`src/iq_pkg.sv`:
```
package iq_pkg;

  // physical register tag and host bus widths
  localparam int tag_w  = 6;
  localparam int word_w = 32;
  localparam int addr_w = 4;

  // apb byte addresses
  localparam logic [addr_w-1:0] addr_enq    = 4'h0;
  localparam logic [addr_w-1:0] addr_wake   = 4'h4;
  localparam logic [addr_w-1:0] addr_status = 4'h8;

  // enqueue view of a write word with the dst tag in the low bits
  typedef struct packed {
    logic [word_w-3*tag_w-3:0] unused;   // 12 spare bits
    logic                      src2_rdy;
    logic [tag_w-1:0]          src2;
    logic                      src1_rdy;
    logic [tag_w-1:0]          src1;
    logic [tag_w-1:0]          dst;
  } iq_enq_t;

  // wakeup view where only the broadcast tag is meaningful
  typedef struct packed {
    logic [word_w-tag_w-1:0] unused;
    logic [tag_w-1:0]        tag;
  } iq_wake_t;

  // same pwdata word decoded by register address
  typedef union packed {
    iq_enq_t  enq;
    iq_wake_t wake;
  } iq_wdata_u;

endpackage
```
`src/iq_ctrl_if.sv`:
```
`timescale 1ns/1ps

interface iq_ctrl_if #(
  parameter int DEPTH = 8
);
  import iq_pkg::*;

  localparam int cnt_w = $clog2(DEPTH + 1);

  logic             alloc_en;    // one-cycle enqueue pulse
  iq_enq_t          alloc_word;
  logic             wake_en;     // one-cycle wakeup pulse
  logic [tag_w-1:0] wake_tag;
  logic [cnt_w-1:0] count;       // occupied slots
  logic             full;

  modport regs (
    output alloc_en,
    output alloc_word,
    output wake_en,
    output wake_tag,
    input  count,
    input  full
  );

  modport store (
    input  alloc_en,
    input  alloc_word,
    input  wake_en,
    input  wake_tag,
    output count,
    output full
  );

endinterface

```
`src/issue_queue_top.sv`:
```
`timescale 1ns/1ps

module issue_queue_top #(
  parameter int DEPTH = 8
) (
  input  logic                      clk,
  input  logic                      rst,
  input  logic                      psel,
  input  logic                      penable,
  input  logic                      pwrite,
  input  logic [iq_pkg::addr_w-1:0] paddr,
  input  logic [iq_pkg::word_w-1:0] pwdata,
  output logic [iq_pkg::word_w-1:0] prdata,
  output logic                      pready,
  output logic                      pslverr,
  output logic                      issue_valid,
  input  logic                      issue_ready,
  output logic [iq_pkg::tag_w-1:0]  issue_dst,
  output logic [iq_pkg::tag_w-1:0]  issue_src1,
  output logic [iq_pkg::tag_w-1:0]  issue_src2
);

  iq_ctrl_if #(.DEPTH(DEPTH)) ctrl ();   // allocate and wakeup bundle

  iq_apb_regs #(
    .DEPTH(DEPTH)
  ) i_regs (
    .clk    (clk),
    .rst    (rst),
    .psel   (psel),
    .penable(penable),
    .pwrite (pwrite),
    .paddr  (paddr),
    .pwdata (pwdata),
    .prdata (prdata),
    .pready (pready),
    .pslverr(pslverr),
    .ctrl   (ctrl.regs)
  );

  iq_entry_store #(
    .DEPTH(DEPTH)
  ) i_store (
    .clk        (clk),
    .rst        (rst),
    .ctrl       (ctrl.store),
    .issue_valid(issue_valid),
    .issue_ready(issue_ready),
    .issue_dst  (issue_dst),
    .issue_src1 (issue_src1),
    .issue_src2 (issue_src2)
  );

endmodule

```
`src/iq_entry_store.sv`:
```
`timescale 1ns/1ps

module iq_entry_store #(
  parameter int DEPTH = 8
) (
  input  logic                     clk,
  input  logic                     rst,
  iq_ctrl_if.store                 ctrl,
  output logic                     issue_valid,
  input  logic                     issue_ready,
  output logic [iq_pkg::tag_w-1:0] issue_dst,
  output logic [iq_pkg::tag_w-1:0] issue_src1,
  output logic [iq_pkg::tag_w-1:0] issue_src2
);
  import iq_pkg::*;

  localparam int cnt_w = $clog2(DEPTH + 1);

  logic [DEPTH-1:0] valid;
  logic [DEPTH-1:0] rdy1;
  logic [DEPTH-1:0] rdy2;
  logic [tag_w-1:0] dst_q  [DEPTH];
  logic [tag_w-1:0] src1_q [DEPTH];
  logic [tag_w-1:0] src2_q [DEPTH];
  logic [DEPTH-1:0] free;
  logic [DEPTH-1:0] alloc_idx;
  logic [DEPTH-1:0] req;
  logic [DEPTH-1:0] select;
  logic             issue_fire;
  logic [cnt_w-1:0] count_q;

  assign free      = ~valid;
  assign alloc_idx = free & (~free + DEPTH'(1));   // one-hot lowest free slot
  assign req       = valid & rdy1 & rdy2;

  age_matrix_select #(
    .DEPTH(DEPTH)
  ) i_age (
    .clk      (clk),
    .rst      (rst),
    .alloc_en (ctrl.alloc_en),
    .alloc_idx(alloc_idx),
    .req      (req),
    .select   (select)
  );

  assign issue_valid = |select;
  assign issue_fire  = issue_valid & issue_ready;

  // select is one-hot so an or-reduction acts as the mux
  always_comb begin
    issue_dst  = '0;
    issue_src1 = '0;
    issue_src2 = '0;
    for (int i = 0; i < DEPTH; i++) begin
      if (select[i]) begin
        issue_dst  = issue_dst | dst_q[i];
        issue_src1 = issue_src1 | src1_q[i];
        issue_src2 = issue_src2 | src2_q[i];
      end
    end
  end

  always_ff @(posedge clk or posedge rst) begin
    if (rst) begin
      valid <= '0;
      rdy1  <= '0;
      rdy2  <= '0;
    end else begin
      for (int i = 0; i < DEPTH; i++) begin
        if (ctrl.alloc_en && alloc_idx[i]) begin
          valid[i] <= 1'b1;
          rdy1[i]  <= ctrl.alloc_word.src1_rdy;
          rdy2[i]  <= ctrl.alloc_word.src2_rdy;
        end else if (issue_fire && select[i]) begin
          valid[i] <= 1'b0;   // slot released on accepted issue
        end else if (ctrl.wake_en && valid[i]) begin
          // tag broadcast where both sources may match
          if (src1_q[i] == ctrl.wake_tag) rdy1[i] <= 1'b1;
          if (src2_q[i] == ctrl.wake_tag) rdy2[i] <= 1'b1;
        end
      end
    end
  end

  always_ff @(posedge clk) begin
    for (int i = 0; i < DEPTH; i++) begin
      if (ctrl.alloc_en && alloc_idx[i]) begin
        dst_q[i]  <= ctrl.alloc_word.dst;
        src1_q[i] <= ctrl.alloc_word.src1;
        src2_q[i] <= ctrl.alloc_word.src2;
      end
    end
  end

  always_ff @(posedge clk or posedge rst) begin
    if (rst) begin
      count_q <= '0;
    end else begin
      case ({ctrl.alloc_en, issue_fire})
        2'b10:   count_q <= count_q + 1'b1;
        2'b01:   count_q <= count_q - 1'b1;
        default: count_q <= count_q;   // both or neither
      endcase
    end
  end

  assign ctrl.count = count_q;
  assign ctrl.full  = (count_q == cnt_w'(DEPTH));

  // register block gating on full must keep a free slot available
  a_alloc_slot_free: assert property (
    @(posedge clk) disable iff (rst)
      ctrl.alloc_en |-> (alloc_idx != '0)
  ) else $error("allocation finds no free slot");

endmodule

```
`src/age_matrix_select.sv`:
```
`timescale 1ns/1ps

module age_matrix_select #(
  parameter int DEPTH = 8
) (
  input  logic             clk,
  input  logic             rst,
  input  logic             alloc_en,
  input  logic [DEPTH-1:0] alloc_idx,   // one-hot
  input  logic [DEPTH-1:0] req,
  output logic [DEPTH-1:0] select
);

  logic [DEPTH-1:0][DEPTH-1:0] older;   // older[i][j] set when entry i is older than j
  logic [DEPTH-1:0][DEPTH-1:0] beats;

  // entry i wins when it is older than every other requester
  generate
    for (genvar i = 0; i < DEPTH; i++) begin : g_row
      for (genvar j = 0; j < DEPTH; j++) begin : g_col
        if (i == j) begin : g_diag
          assign beats[i][j] = 1'b1;
        end else begin : g_pair
          assign beats[i][j] = older[i][j] | ~req[j];
        end
      end
      assign select[i] = req[i] & (&beats[i]);
    end
  endgenerate

  // new entry becomes the youngest
  always_ff @(posedge clk or posedge rst) begin
    if (rst) begin
      older <= '0;
    end else if (alloc_en) begin
      for (int i = 0; i < DEPTH; i++) begin
        for (int j = 0; j < DEPTH; j++) begin
          older[i][j] <= ~alloc_idx[i] & (older[i][j] | alloc_idx[j]);
        end
      end
    end
  end

  // matrix stays a total order over live entries so exactly one winner exists
  a_select_onehot: assert property (
    @(posedge clk) disable iff (rst)
      $onehot0(select) && ((req == '0) || (select != '0))
  ) else $error("age select is not one-hot for a nonzero request vector");

endmodule

```
`src/iq_apb_regs.sv`:
```
`timescale 1ns/1ps

module iq_apb_regs #(
  parameter int DEPTH = 8
) (
  input  logic                      clk,
  input  logic                      rst,
  input  logic                      psel,
  input  logic                      penable,
  input  logic                      pwrite,
  input  logic [iq_pkg::addr_w-1:0] paddr,
  input  logic [iq_pkg::word_w-1:0] pwdata,
  output logic [iq_pkg::word_w-1:0] prdata,
  output logic                      pready,
  output logic                      pslverr,
  iq_ctrl_if.regs                   ctrl
);
  import iq_pkg::*;

  localparam int cnt_w = $clog2(DEPTH + 1);

  iq_wdata_u         wdata;
  logic              setup;
  logic              access;
  logic              hit_enq;
  logic              hit_wake;
  logic              hit_status;
  logic              bad_addr;
  logic [word_w-1:0] status_word;

  assign wdata  = pwdata;
  assign setup  = psel & ~penable;
  assign access = psel & penable;   // zero wait states so the transfer ends here

  // enq and wake are write only and status is read only
  assign hit_enq    = pwrite & (paddr == addr_enq);
  assign hit_wake   = pwrite & (paddr == addr_wake);
  assign hit_status = ~pwrite & (paddr == addr_status);
  assign bad_addr   = ~(hit_enq | hit_wake | hit_status);

  assign ctrl.alloc_en   = access & hit_enq & ~ctrl.full;
  assign ctrl.alloc_word = wdata.enq;
  assign ctrl.wake_en    = access & hit_wake;
  assign ctrl.wake_tag   = wdata.wake.tag;

  assign pready  = 1'b1;
  assign pslverr = access & (bad_addr | (hit_enq & ctrl.full));

  always_comb begin
    status_word = '0;
    status_word[cnt_w-1:0] = ctrl.count;
    status_word[8] = ctrl.full;
  end

  // sampled in the setup phase so prdata is stable through the access phase
  always_ff @(posedge clk or posedge rst) begin
    if (rst) begin
      prdata <= '0;
    end else if (setup && hit_status) begin
      prdata <= status_word;
    end
  end

  // a full queue must never see an allocation
  a_no_alloc_when_full: assert property (
    @(posedge clk) disable iff (rst) ctrl.alloc_en |-> (ctrl.count < cnt_w'(DEPTH))
  ) else $error("alloc_en raised while the queue is full");

endmodule

```
`config.mk`:
```
export PLATFORM = sky130hd
export DESIGN_NAME = issue_queue_top
export DESIGN_NICKNAME = d
export VERILOG_FILES = /design/src/iq_pkg.sv /design/src/iq_ctrl_if.sv /design/src/issue_queue_top.sv /design/src/iq_entry_store.sv /design/src/age_matrix_select.sv /design/src/iq_apb_regs.sv
export SDC_FILE = /design/constraint.sdc
export NUM_CORES = 1
export LEC_CHECK = 0
export BUFFER_PORTS_ARGS = -buffer_cell sky130_fd_sc_hd__buf_4
export CAP_MARGIN = 20
export CORE_ASPECT_RATIO = 0.6
export CORE_MARGIN = 2
export CORE_UTILIZATION = 40
export CTS_CLUSTER_DIAMETER = 200
export DETAILED_ROUTE_END_ITERATION = 8
export PLACE_DENSITY = 0.67
export SETUP_SLACK_MARGIN = 0.2
export SKIP_CTS_REPAIR_TIMING = 1
export SLEW_MARGIN = 10
export SYNTH_ARGS = -nofsm -noshare
export SYNTH_HDL_FRONTEND = slang
export SYNTH_SLANG_ARGS = --single-unit
```
`constraint.sdc`:
```
create_clock -name clk -period 8.4 [get_ports clk]
set_input_delay 0.42 -clock clk [delete_from_list [all_inputs] [get_ports clk]]
set_output_delay 0.42 -clock clk [all_outputs]
set_load 0.01 [all_outputs]
```
; Yosys cells after proc, flatten, opt, wreduce, memory -nomap -nowiden
; Memories as Yosys holds them, arrays and structs flattened.
; Cells that the tools add are included.
[classes]
n_addsub = 3
n_mul = 0
div_mod_pow = 0
n_lt_le_gt_ge = 0
n_eq_ne = 29
shift = 0
muxes = 184
bitwise = 252
reduce_logical = 105
[ops]
columns = cell, count
row1 = 6-bit 2-to-1 mux, 45
row2 = 6-bit OR, 21
row3 = 6-bit OR reduction, 21
row4 = 1-bit OR, 123
row5 = 1-bit 2-to-1 mux, 117
row6 = 6-bit == test, 16
row7 = 1-bit AND, 83
row8 = 2-bit nonzero test, 33
row9 = 3-bit 2-to-1 mux, 21
row10 = 7-bit AND reduction, 8
row11 = 3-bit AND reduction, 16
row12 = 1-bit logical AND, 25
row13 = 8-bit AND, 3
row14 = 1-bit NOT, 20
row15 = "2-bit by 1-bit inequality test with 1-bit output, second input constant", 8
row16 = 8-bit NOT, 2
row17 = "8-bit by 1-bit adder with 8-bit output, second input constant", 1
row18 = "4-bit == test, second input constant", 2
row19 = 4-bit one-hot mux with 2 select lines, 1
row20 = 8-bit OR reduction, 1
row21 = "4-bit by 1-bit adder with 4-bit output, second input constant", 1
row22 = "4-bit by 3-bit == test with 1-bit output, second input constant", 1
row23 = 4-bit logical NOT, 1
row24 = "4-bit by 1-bit subtractor with 4-bit output, second input constant", 1
row25 = 2 further kinds, 2
[totals]
reg_bits = 97
latchBits = 0
ramBits = 144
romBits = 0
in_bits = 42
output_inout_bits = 53
mem_count = 3
[memory_table]
columns = name, words, width, read_ports, rd_clocked_by_memory_dff, write_ports, line_no
row1 = i_store.dst_q, 8, 6, 8, 0, 1, iq_entry_store.sv:22  ; logic [tag_w-1:0] dst_q [DEPTH];
row2 = i_store.src1_q, 8, 6, 8, 0, 1, iq_entry_store.sv:23  ; logic [tag_w-1:0] src1_q [DEPTH];
row3 = i_store.src2_q, 8, 6, 8, 0, 1, iq_entry_store.sv:24  ; logic [tag_w-1:0] src2_q [DEPTH];

; Logic depth before layout (Yosys ltp)
[depth]
depth_word = 21
mapped_depth = 14
mapped_depth_nobuf = 12

; Modules after synthesis
; From an unflattened synthesis, not the netlist that was laid out.
[hier_totals]
hier_cells = 881
area_unflattened_um2 = 10936.7
[modules_own_cells]
columns = mod, n_inst, cells_each, area_each_um2, seq_area_each_um2
row1 = iq_entry_store, 1, 549, 7717.4, 5024.8
row2 = age_matrix_select, 1, 241, 2446.1, 1401.3
row3 = iq_apb_regs, 1, 91, 773.2, 125.1

; Least setup slack after synthesis
; Ideal clock, no wire load.
[synth_path]
path_kind = flip-flop to flip-flop
from = register i_store.valid[6]
to = register i_store.count_q[3] (netlist: i_store.ctrl.count[3])
t_arrival_ps = 2943
path_slack_ps = 5332
path_stages_with_launch = 15
synth_period_minus_slack_ps = 3068
path_cell_list = dfrtp_1 -> clkbuf_1 -> and3_1 -> a21o_1 -> nor4_1 -> clkbuf_1 -> nor4_1 -> a21oi_1 -> ha_1 -> ha_1 -> a21o_1 -> a21oi_1 -> xnor2_1 -> nor2_1 -> xor2_1
[synth_between]
elab_chain_cells = 10
word_cells_on_any_way = 31
cone_classes = eq/ne: 2 / mux: 1 / bitwise: 19 / reduce/logical: 9
[synth_rtl]
columns = element, line_no
row1 = from (decl), iq_entry_store.sv:19  ; logic [DEPTH-1:0] valid;
row2 = from (signal assigned), iq_entry_store.sv:66  ; valid <= '0;
row3 = "from (signal, indexed assignment)", iq_entry_store.sv:72  ; valid[i] <= 1'b1;
row4 = "from (signal, indexed assignment)", iq_entry_store.sv:76  ; valid[i] <= 1'b0;
row5 = 8-bit AND * (2 in series), iq_entry_store.sv:34  ; assign req = valid & rdy1 & rdy2;
row6 = 1-bit NOT, age_matrix_select.sv:24  ; assign beats[i][j] = older[i][j] | ~req[j];
row7 = 1-bit OR, age_matrix_select.sv:24
row8 = 7-bit AND reduction, age_matrix_select.sv:27  ; assign select[i] = req[i] & (&beats[i]);
row9 = 1-bit AND, age_matrix_select.sv:27
row10 = 8-bit OR reduction *, iq_entry_store.sv:47  ; assign issue_valid = |select;
row11 = 1-bit AND *, iq_entry_store.sv:48  ; assign issue_fire = issue_valid & issue_ready;
row12 = 2-bit by 1-bit == test with 1-bit output or 2-bit == test (tied branches), iq_entry_store.sv:100  ; case ({ctrl.alloc_en, issue_fire})
row13 = 4-bit one-hot mux with 2 select lines or 2-bit nonzero test (tied branches), n/a
row14 = to (signal assigned), iq_entry_store.sv:101  ; 2'b10: count_q <= count_q + 1'b1;
row15 = to (signal assigned), iq_entry_store.sv:102  ; 2'b01: count_q <= count_q - 1'b1;
row16 = to (signal assigned), iq_entry_store.sv:103  ; default: count_q <= count_q;
row17 = to (decl), iq_entry_store.sv:30  ; logic [cnt_w-1:0] count_q;
; Every way passes the cells marked *; elsewhere a longest branch is shown, timed or not.
; A chain may end at the register's enable or synchronous reset.

; Worst setup path after layout
[layout_path]
from = register i_store.valid[4]
to = output issue_src1[5] (netlist bit)
[layout_between]
elab_chain_cells = 21
word_cells_on_any_way = 40
cone_classes = mux: 8 / bitwise: 25 / reduce/logical: 7
[layout_rtl]
columns = element, line_no
row1 = 8-bit AND * (2 in series), iq_entry_store.sv:34
row2 = 1-bit NOT, age_matrix_select.sv:24
row3 = 1-bit OR, age_matrix_select.sv:24
row4 = 7-bit AND reduction, age_matrix_select.sv:27
row5 = 1-bit AND, age_matrix_select.sv:27
row6 = 6-bit 2-to-1 mux, iq_entry_store.sv:56  ; if (select[i]) begin
row7 = 6-bit OR, iq_entry_store.sv:58  ; issue_src1 = issue_src1 | src1_q[i];
row8 = 6-bit 2-to-1 mux, iq_entry_store.sv:56
row9 = (+4 left out), n/a
row10 = 6-bit OR, iq_entry_store.sv:58
row11 = 6-bit 2-to-1 mux, iq_entry_store.sv:56
row12 = 6-bit OR, iq_entry_store.sv:58
row13 = 6-bit 2-to-1 mux, iq_entry_store.sv:56
row14 = 6-bit OR, iq_entry_store.sv:58
row15 = 6-bit 2-to-1 mux, iq_entry_store.sv:56
row16 = 6-bit OR, iq_entry_store.sv:58
row17 = 6-bit 2-to-1 mux *, iq_entry_store.sv:56
row18 = to (decl), issue_queue_top.sv:19  ; output logic [iq_pkg::tag_w-1:0] issue_src1,
; Marked as above.

==> tab_implementation.tex <==
\begin{tabular}{lr}
\hline
Metric & Value \\
\hline
\multicolumn{2}{l}{\textbf{STA}} \\
Max-slew violation count & 0 \\
Worst max-slew margin expressed relative to the limit & 0.234 \\
Final worst hold slack & $\sim$0.13 ns \\
Number of setup violations in the final report & 0 \\
Hold violation count in the final report & 0 \\
Fmax & about 240 MHz \\
Worst clock skew & between 0.01 and 0.015 ns \\
Post-route fraction of the period consumed by the critical path & 0.496 \\
Period minus WS final & between 4 and 5 ns \\
Setup repair after global routing missed its margin & false \\
Worst-margin pin slew & 1.15 ns \\
Fin Setup TNS & 0 ns \\
\multicolumn{2}{l}{\textbf{Synth}} \\
Number of synthesized flops with an enable pin & 144 \\
Top\_reg\_cell synth & edfxtp\_1 \\
Post-synthesis cell type count & 56 \\
Average footprint of a synthesized cell & $\sim$11 um\^{}2 \\
Post-synthesis register bit count & 233 \\
Main area contributors after synthesis & edfxtp\_1, dfrtp\_1, xor2\_1 \\
Area share of the leading cell type in the synthesized netlist & 0.394 \\
Share of synthesized area occupied by flip-flops and latches & 0.597 \\
Post-Syn Area & around 11000 um\^{}2 \\
Cell type with the highest aggregate area in the netlist & edfxtp\_1 \\
Number of synthesis warnings & 0 \\
Post-synth ARST share & 0.382 \\
Syn Inst Count & 955 \\
\multicolumn{2}{l}{\textbf{Worst hold path}} \\
Hold path depth & 1 \\
Hold Crit Class & primary input to register \\
\multicolumn{2}{l}{\textbf{Routing}} \\
Routed length per placed instance & about 23 um \\
Total wire length after detailed routing & 32000 um \\
Detailed Routing Iterations Pass 1 & 7 \\
Post-DRT Antenna Nets & 0 \\
Drc violations & 0 \\
Starting DRC count in detailed routing & about 1.1k \\
Average via count per standard cell & 5.80 \\
Via Count & about 8.0k \\
\multicolumn{2}{l}{\textbf{Layout}} \\
Layout cells sized above 1 & 0.124 \\
Post-layout nets & roughly 1.0k \\
Total inserted antenna cells & 0 \\
Fill cells & around 2.4k \\
Area delta synth->final & 13.3\% \\
Most frequent standard cell in the layout excluding fill and tap cells & edfxtp\_1 \\
Commonest non-fill, non-tap cells in the layout & edfxtp\_1, nor2\_1, dfrtp\_1 \\
\multicolumn{2}{l}{\textbf{Status}} \\
Run status & finished clean \\
\multicolumn{2}{l}{\textbf{Worst setup path}} \\
Count of cells along the worst register-to-register path & 14 \\
Worst path max stage delay & 0.97 ns \\
Bufs and invs on worst path & 2 \\
Data arrival time of the critical path & approximately 3.8 ns \\
Element type at the critical path end & output pin \\
Critical Path Slowest Stage Cell & a2111oi\_0 \\
Maximum fanout count along the critical path & 22 \\
Required time at the worst-slack endpoint & 7.98 ns \\
Top cell family by delay on the critical path & compound AO/OA/AOI/OAI gates \\
Cell breakdown of the critical path & nand3\_1 -> o22ai\_1 -> nor3\_2 -> buf\_4 -> a2111oi\_0 -> nand3\_1 -> buf\_4 \\
Setup CP Type & register to output pin \\
Crit path launch type & register \\
CP Depth & 7 \\
\multicolumn{2}{l}{\textbf{Global routing}} \\
Overall overflow remaining after global route & 0 \\
Gr busiest metal & met1 \\
Pin count of the biggest net entering global routing & 83 \\
Antenna violations before repair & 0 \\
Met2 Use GR & 0.297 \\
Total global-route track usage & 0.220 \\
Via count of the first global-routing pass & approximately 7.6k \\
Global-route met3 utilization & 0.0817 \\
Met1 track demand over resource in global routing & 0.334 \\
Global-route wire length before repair & roughly 48000 um \\
\multicolumn{2}{l}{\textbf{Die}} \\
Vert. Die Dim & around 130 um \\
Row Count & between 40 and 50 \\
Initial core utilization & 0.411 \\
Area of the die & just under 30000 um\^{}2 \\
Number of top-level pins & 95 \\
Die Wd & $\sim$220 um \\
Std-Cell Core Area & roughly 27000 um\^{}2 \\
\multicolumn{2}{l}{\textbf{CTS}} \\
Clock insertion delay at the later pin of the skew report & $\sim$0.53 ns \\
Root buffer cell & clkbuf\_16 \\
Number of buffers inserted during clock tree synthesis & 23 \\
H-tree levels & 1 \\
Buffer depth of the longest clock path & 3 \\
Clock sinks & between 200 and 250 \\
Clock slew at reported path FFs & around 0.07 ns \\
TritonCTS clock tree & built \\
\multicolumn{2}{l}{\textbf{Pwr}} \\
Design internal power & about 0.0019 W \\
Net switching power figure & between 0.0005 and 0.0006 W \\
Combinational power share & 0.065 \\
Proportion of total power due to net switching & 0.231 \\
P per Cell Area & approximately 200 nW/um\^{}2 \\
Fraction of power consumed by sequential logic & 0.521 \\
Proportion of power drawn by the clock network & 0.414 \\
Maximum resistive drop on vdd & 0.117 mV \\
Static power due to leakage & around 5 nW \\
\multicolumn{2}{l}{\textbf{Place}} \\
HPWL after DPL & approximately 21000 um \\
Number of buffers inserted by port buffering & 54 \\
Global placement routability congestion & about 0.9 \\
\multicolumn{2}{l}{\textbf{Run}} \\
Count of max-cap constraint violations & 0 \\
\hline
\end{tabular}
[through the flow]
step / util / power [W] / cells / worst slack [ns] / cell area (um^2)
floorplan: - / 0.00140 / 981 / 5.33 / 11100
global route: 0.465 / 0.00255 / 1374 / 4.31 / 12400
CTS: 0.463 / 0.00248 / 1371 / 4.49 / 12400
detailed placement: 0.436 / 0.00147 / 1332 / 4.72 / 11700
finish: 0.465 / 0.00247 / 1374 / 4.23 / 12400
global placement: 0.436 / 0.00146 / 1331 / 4.80 / 11600
[Yosys cell counts (all sizes together), types with 30 or more instances]
library cell and number:
edfxtp 144, nor2 106, dfrtp 89, xor2 78, inv 70, nor3 67
buf 45, nand4b 45, nand2 39, clkbuf 37, nand3 30
[path summary, 6_finish.rpt]
path / start / end / slack (ns)
max in group asynchronous: rst / i_store.valid[1] / 7.18
setup / recovery: i_store.valid[4] / issue_src1[5] / 4.23
hold reg to reg: i_store.i_age.older[13] / i_store.i_age.older[13] / 0.49
setup reg to reg: i_store.valid[7] / i_store.ctrl.count[3] / 4.58
hold / removal: pwdata[17] / i_store.src2_q[0][10] / 0.13
min in group asynchronous: rst / i_store.i_age.older[39] / 0.34
[registers in the layout, summed over array words and instances, names as in the netlist]
name	count
i_regs.prdata	5
i_store.valid	8
i_store.i_age.older	56
i_store.src1_q	48
i_store.rdy1	8
i_store.rdy2	8
i_store.src2_q	48
i_store.dst_q	48
i_store.ctrl.count	4
[worst reg2reg max path: cells and delay by family, from the launching register on]
family          cells  cell delay (ns)
simple gates        4             0.99
xor+xnor            2             0.28
buf+inv             2             0.53
compound gates      4             0.86
fa+ha+maj           2             0.55
flops               1             0.50
[kinds of logic (layout without fill, tap and decap cells)]
logic type | after synthesis | in the layout | share of synthesized area
muxes | 4 | 4 | 0.00399
DFF | 233 | 233 | 0.597
buffers and inverters | 153 | 186 | 0.0643
and+or+nand+nor | 349 | 349 | 0.172
xor gates and xnor gates | 100 | 100 | 0.0799
other | 2 | 28 | 0.000685
adders and majority gates | 4 | 4 | 0.00525
AOI/OAI and AO/OA | 110 | 110 | 0.0767
[area by class of cell]
| type | count | area (um^2) | area share |
|---|---|---|---|
| flip-flops and latches | 233 | 6550 | 0.527 |
| repair buffers | 76 | 601 | 0.0483 |
| well taps | 360 | 450 | 0.0362 |
| multi-input cells | 595 | 3840 | 0.309 |
| inverters | 71 | 270 | 0.0217 |
| clock buffers | 27 | 591 | 0.0475 |
| clock inverters | 12 | 128 | 0.0103 |
[per-layer routing]
layer / routed length (um) / vias to the layer above / part of all wire
li1: - / 3492 / -
met1: 14200 / 3970 / 0.44
met2: 13000 / 461 / 0.41
met3: 4260 / 50 / 0.13
met4: 571 / 0 / 0.018
met5: 0 / - / 0
[power by group through the flow]
stage,clock network [W],logic [W],registers (W)
2_1_floorplan,0,0.000117,0.00129
3_5_place_dp,0,0.000158,0.00131
6_report,0.00102,0.000161,0.00129
4_1_cts,0.00104,0.000159,0.00128
5_1_grt,0.00108,0.000179,0.00129
3_3_place_gp,0,0.000154,0.00131
Note: power is estimated with default switching activity, not from simulation.
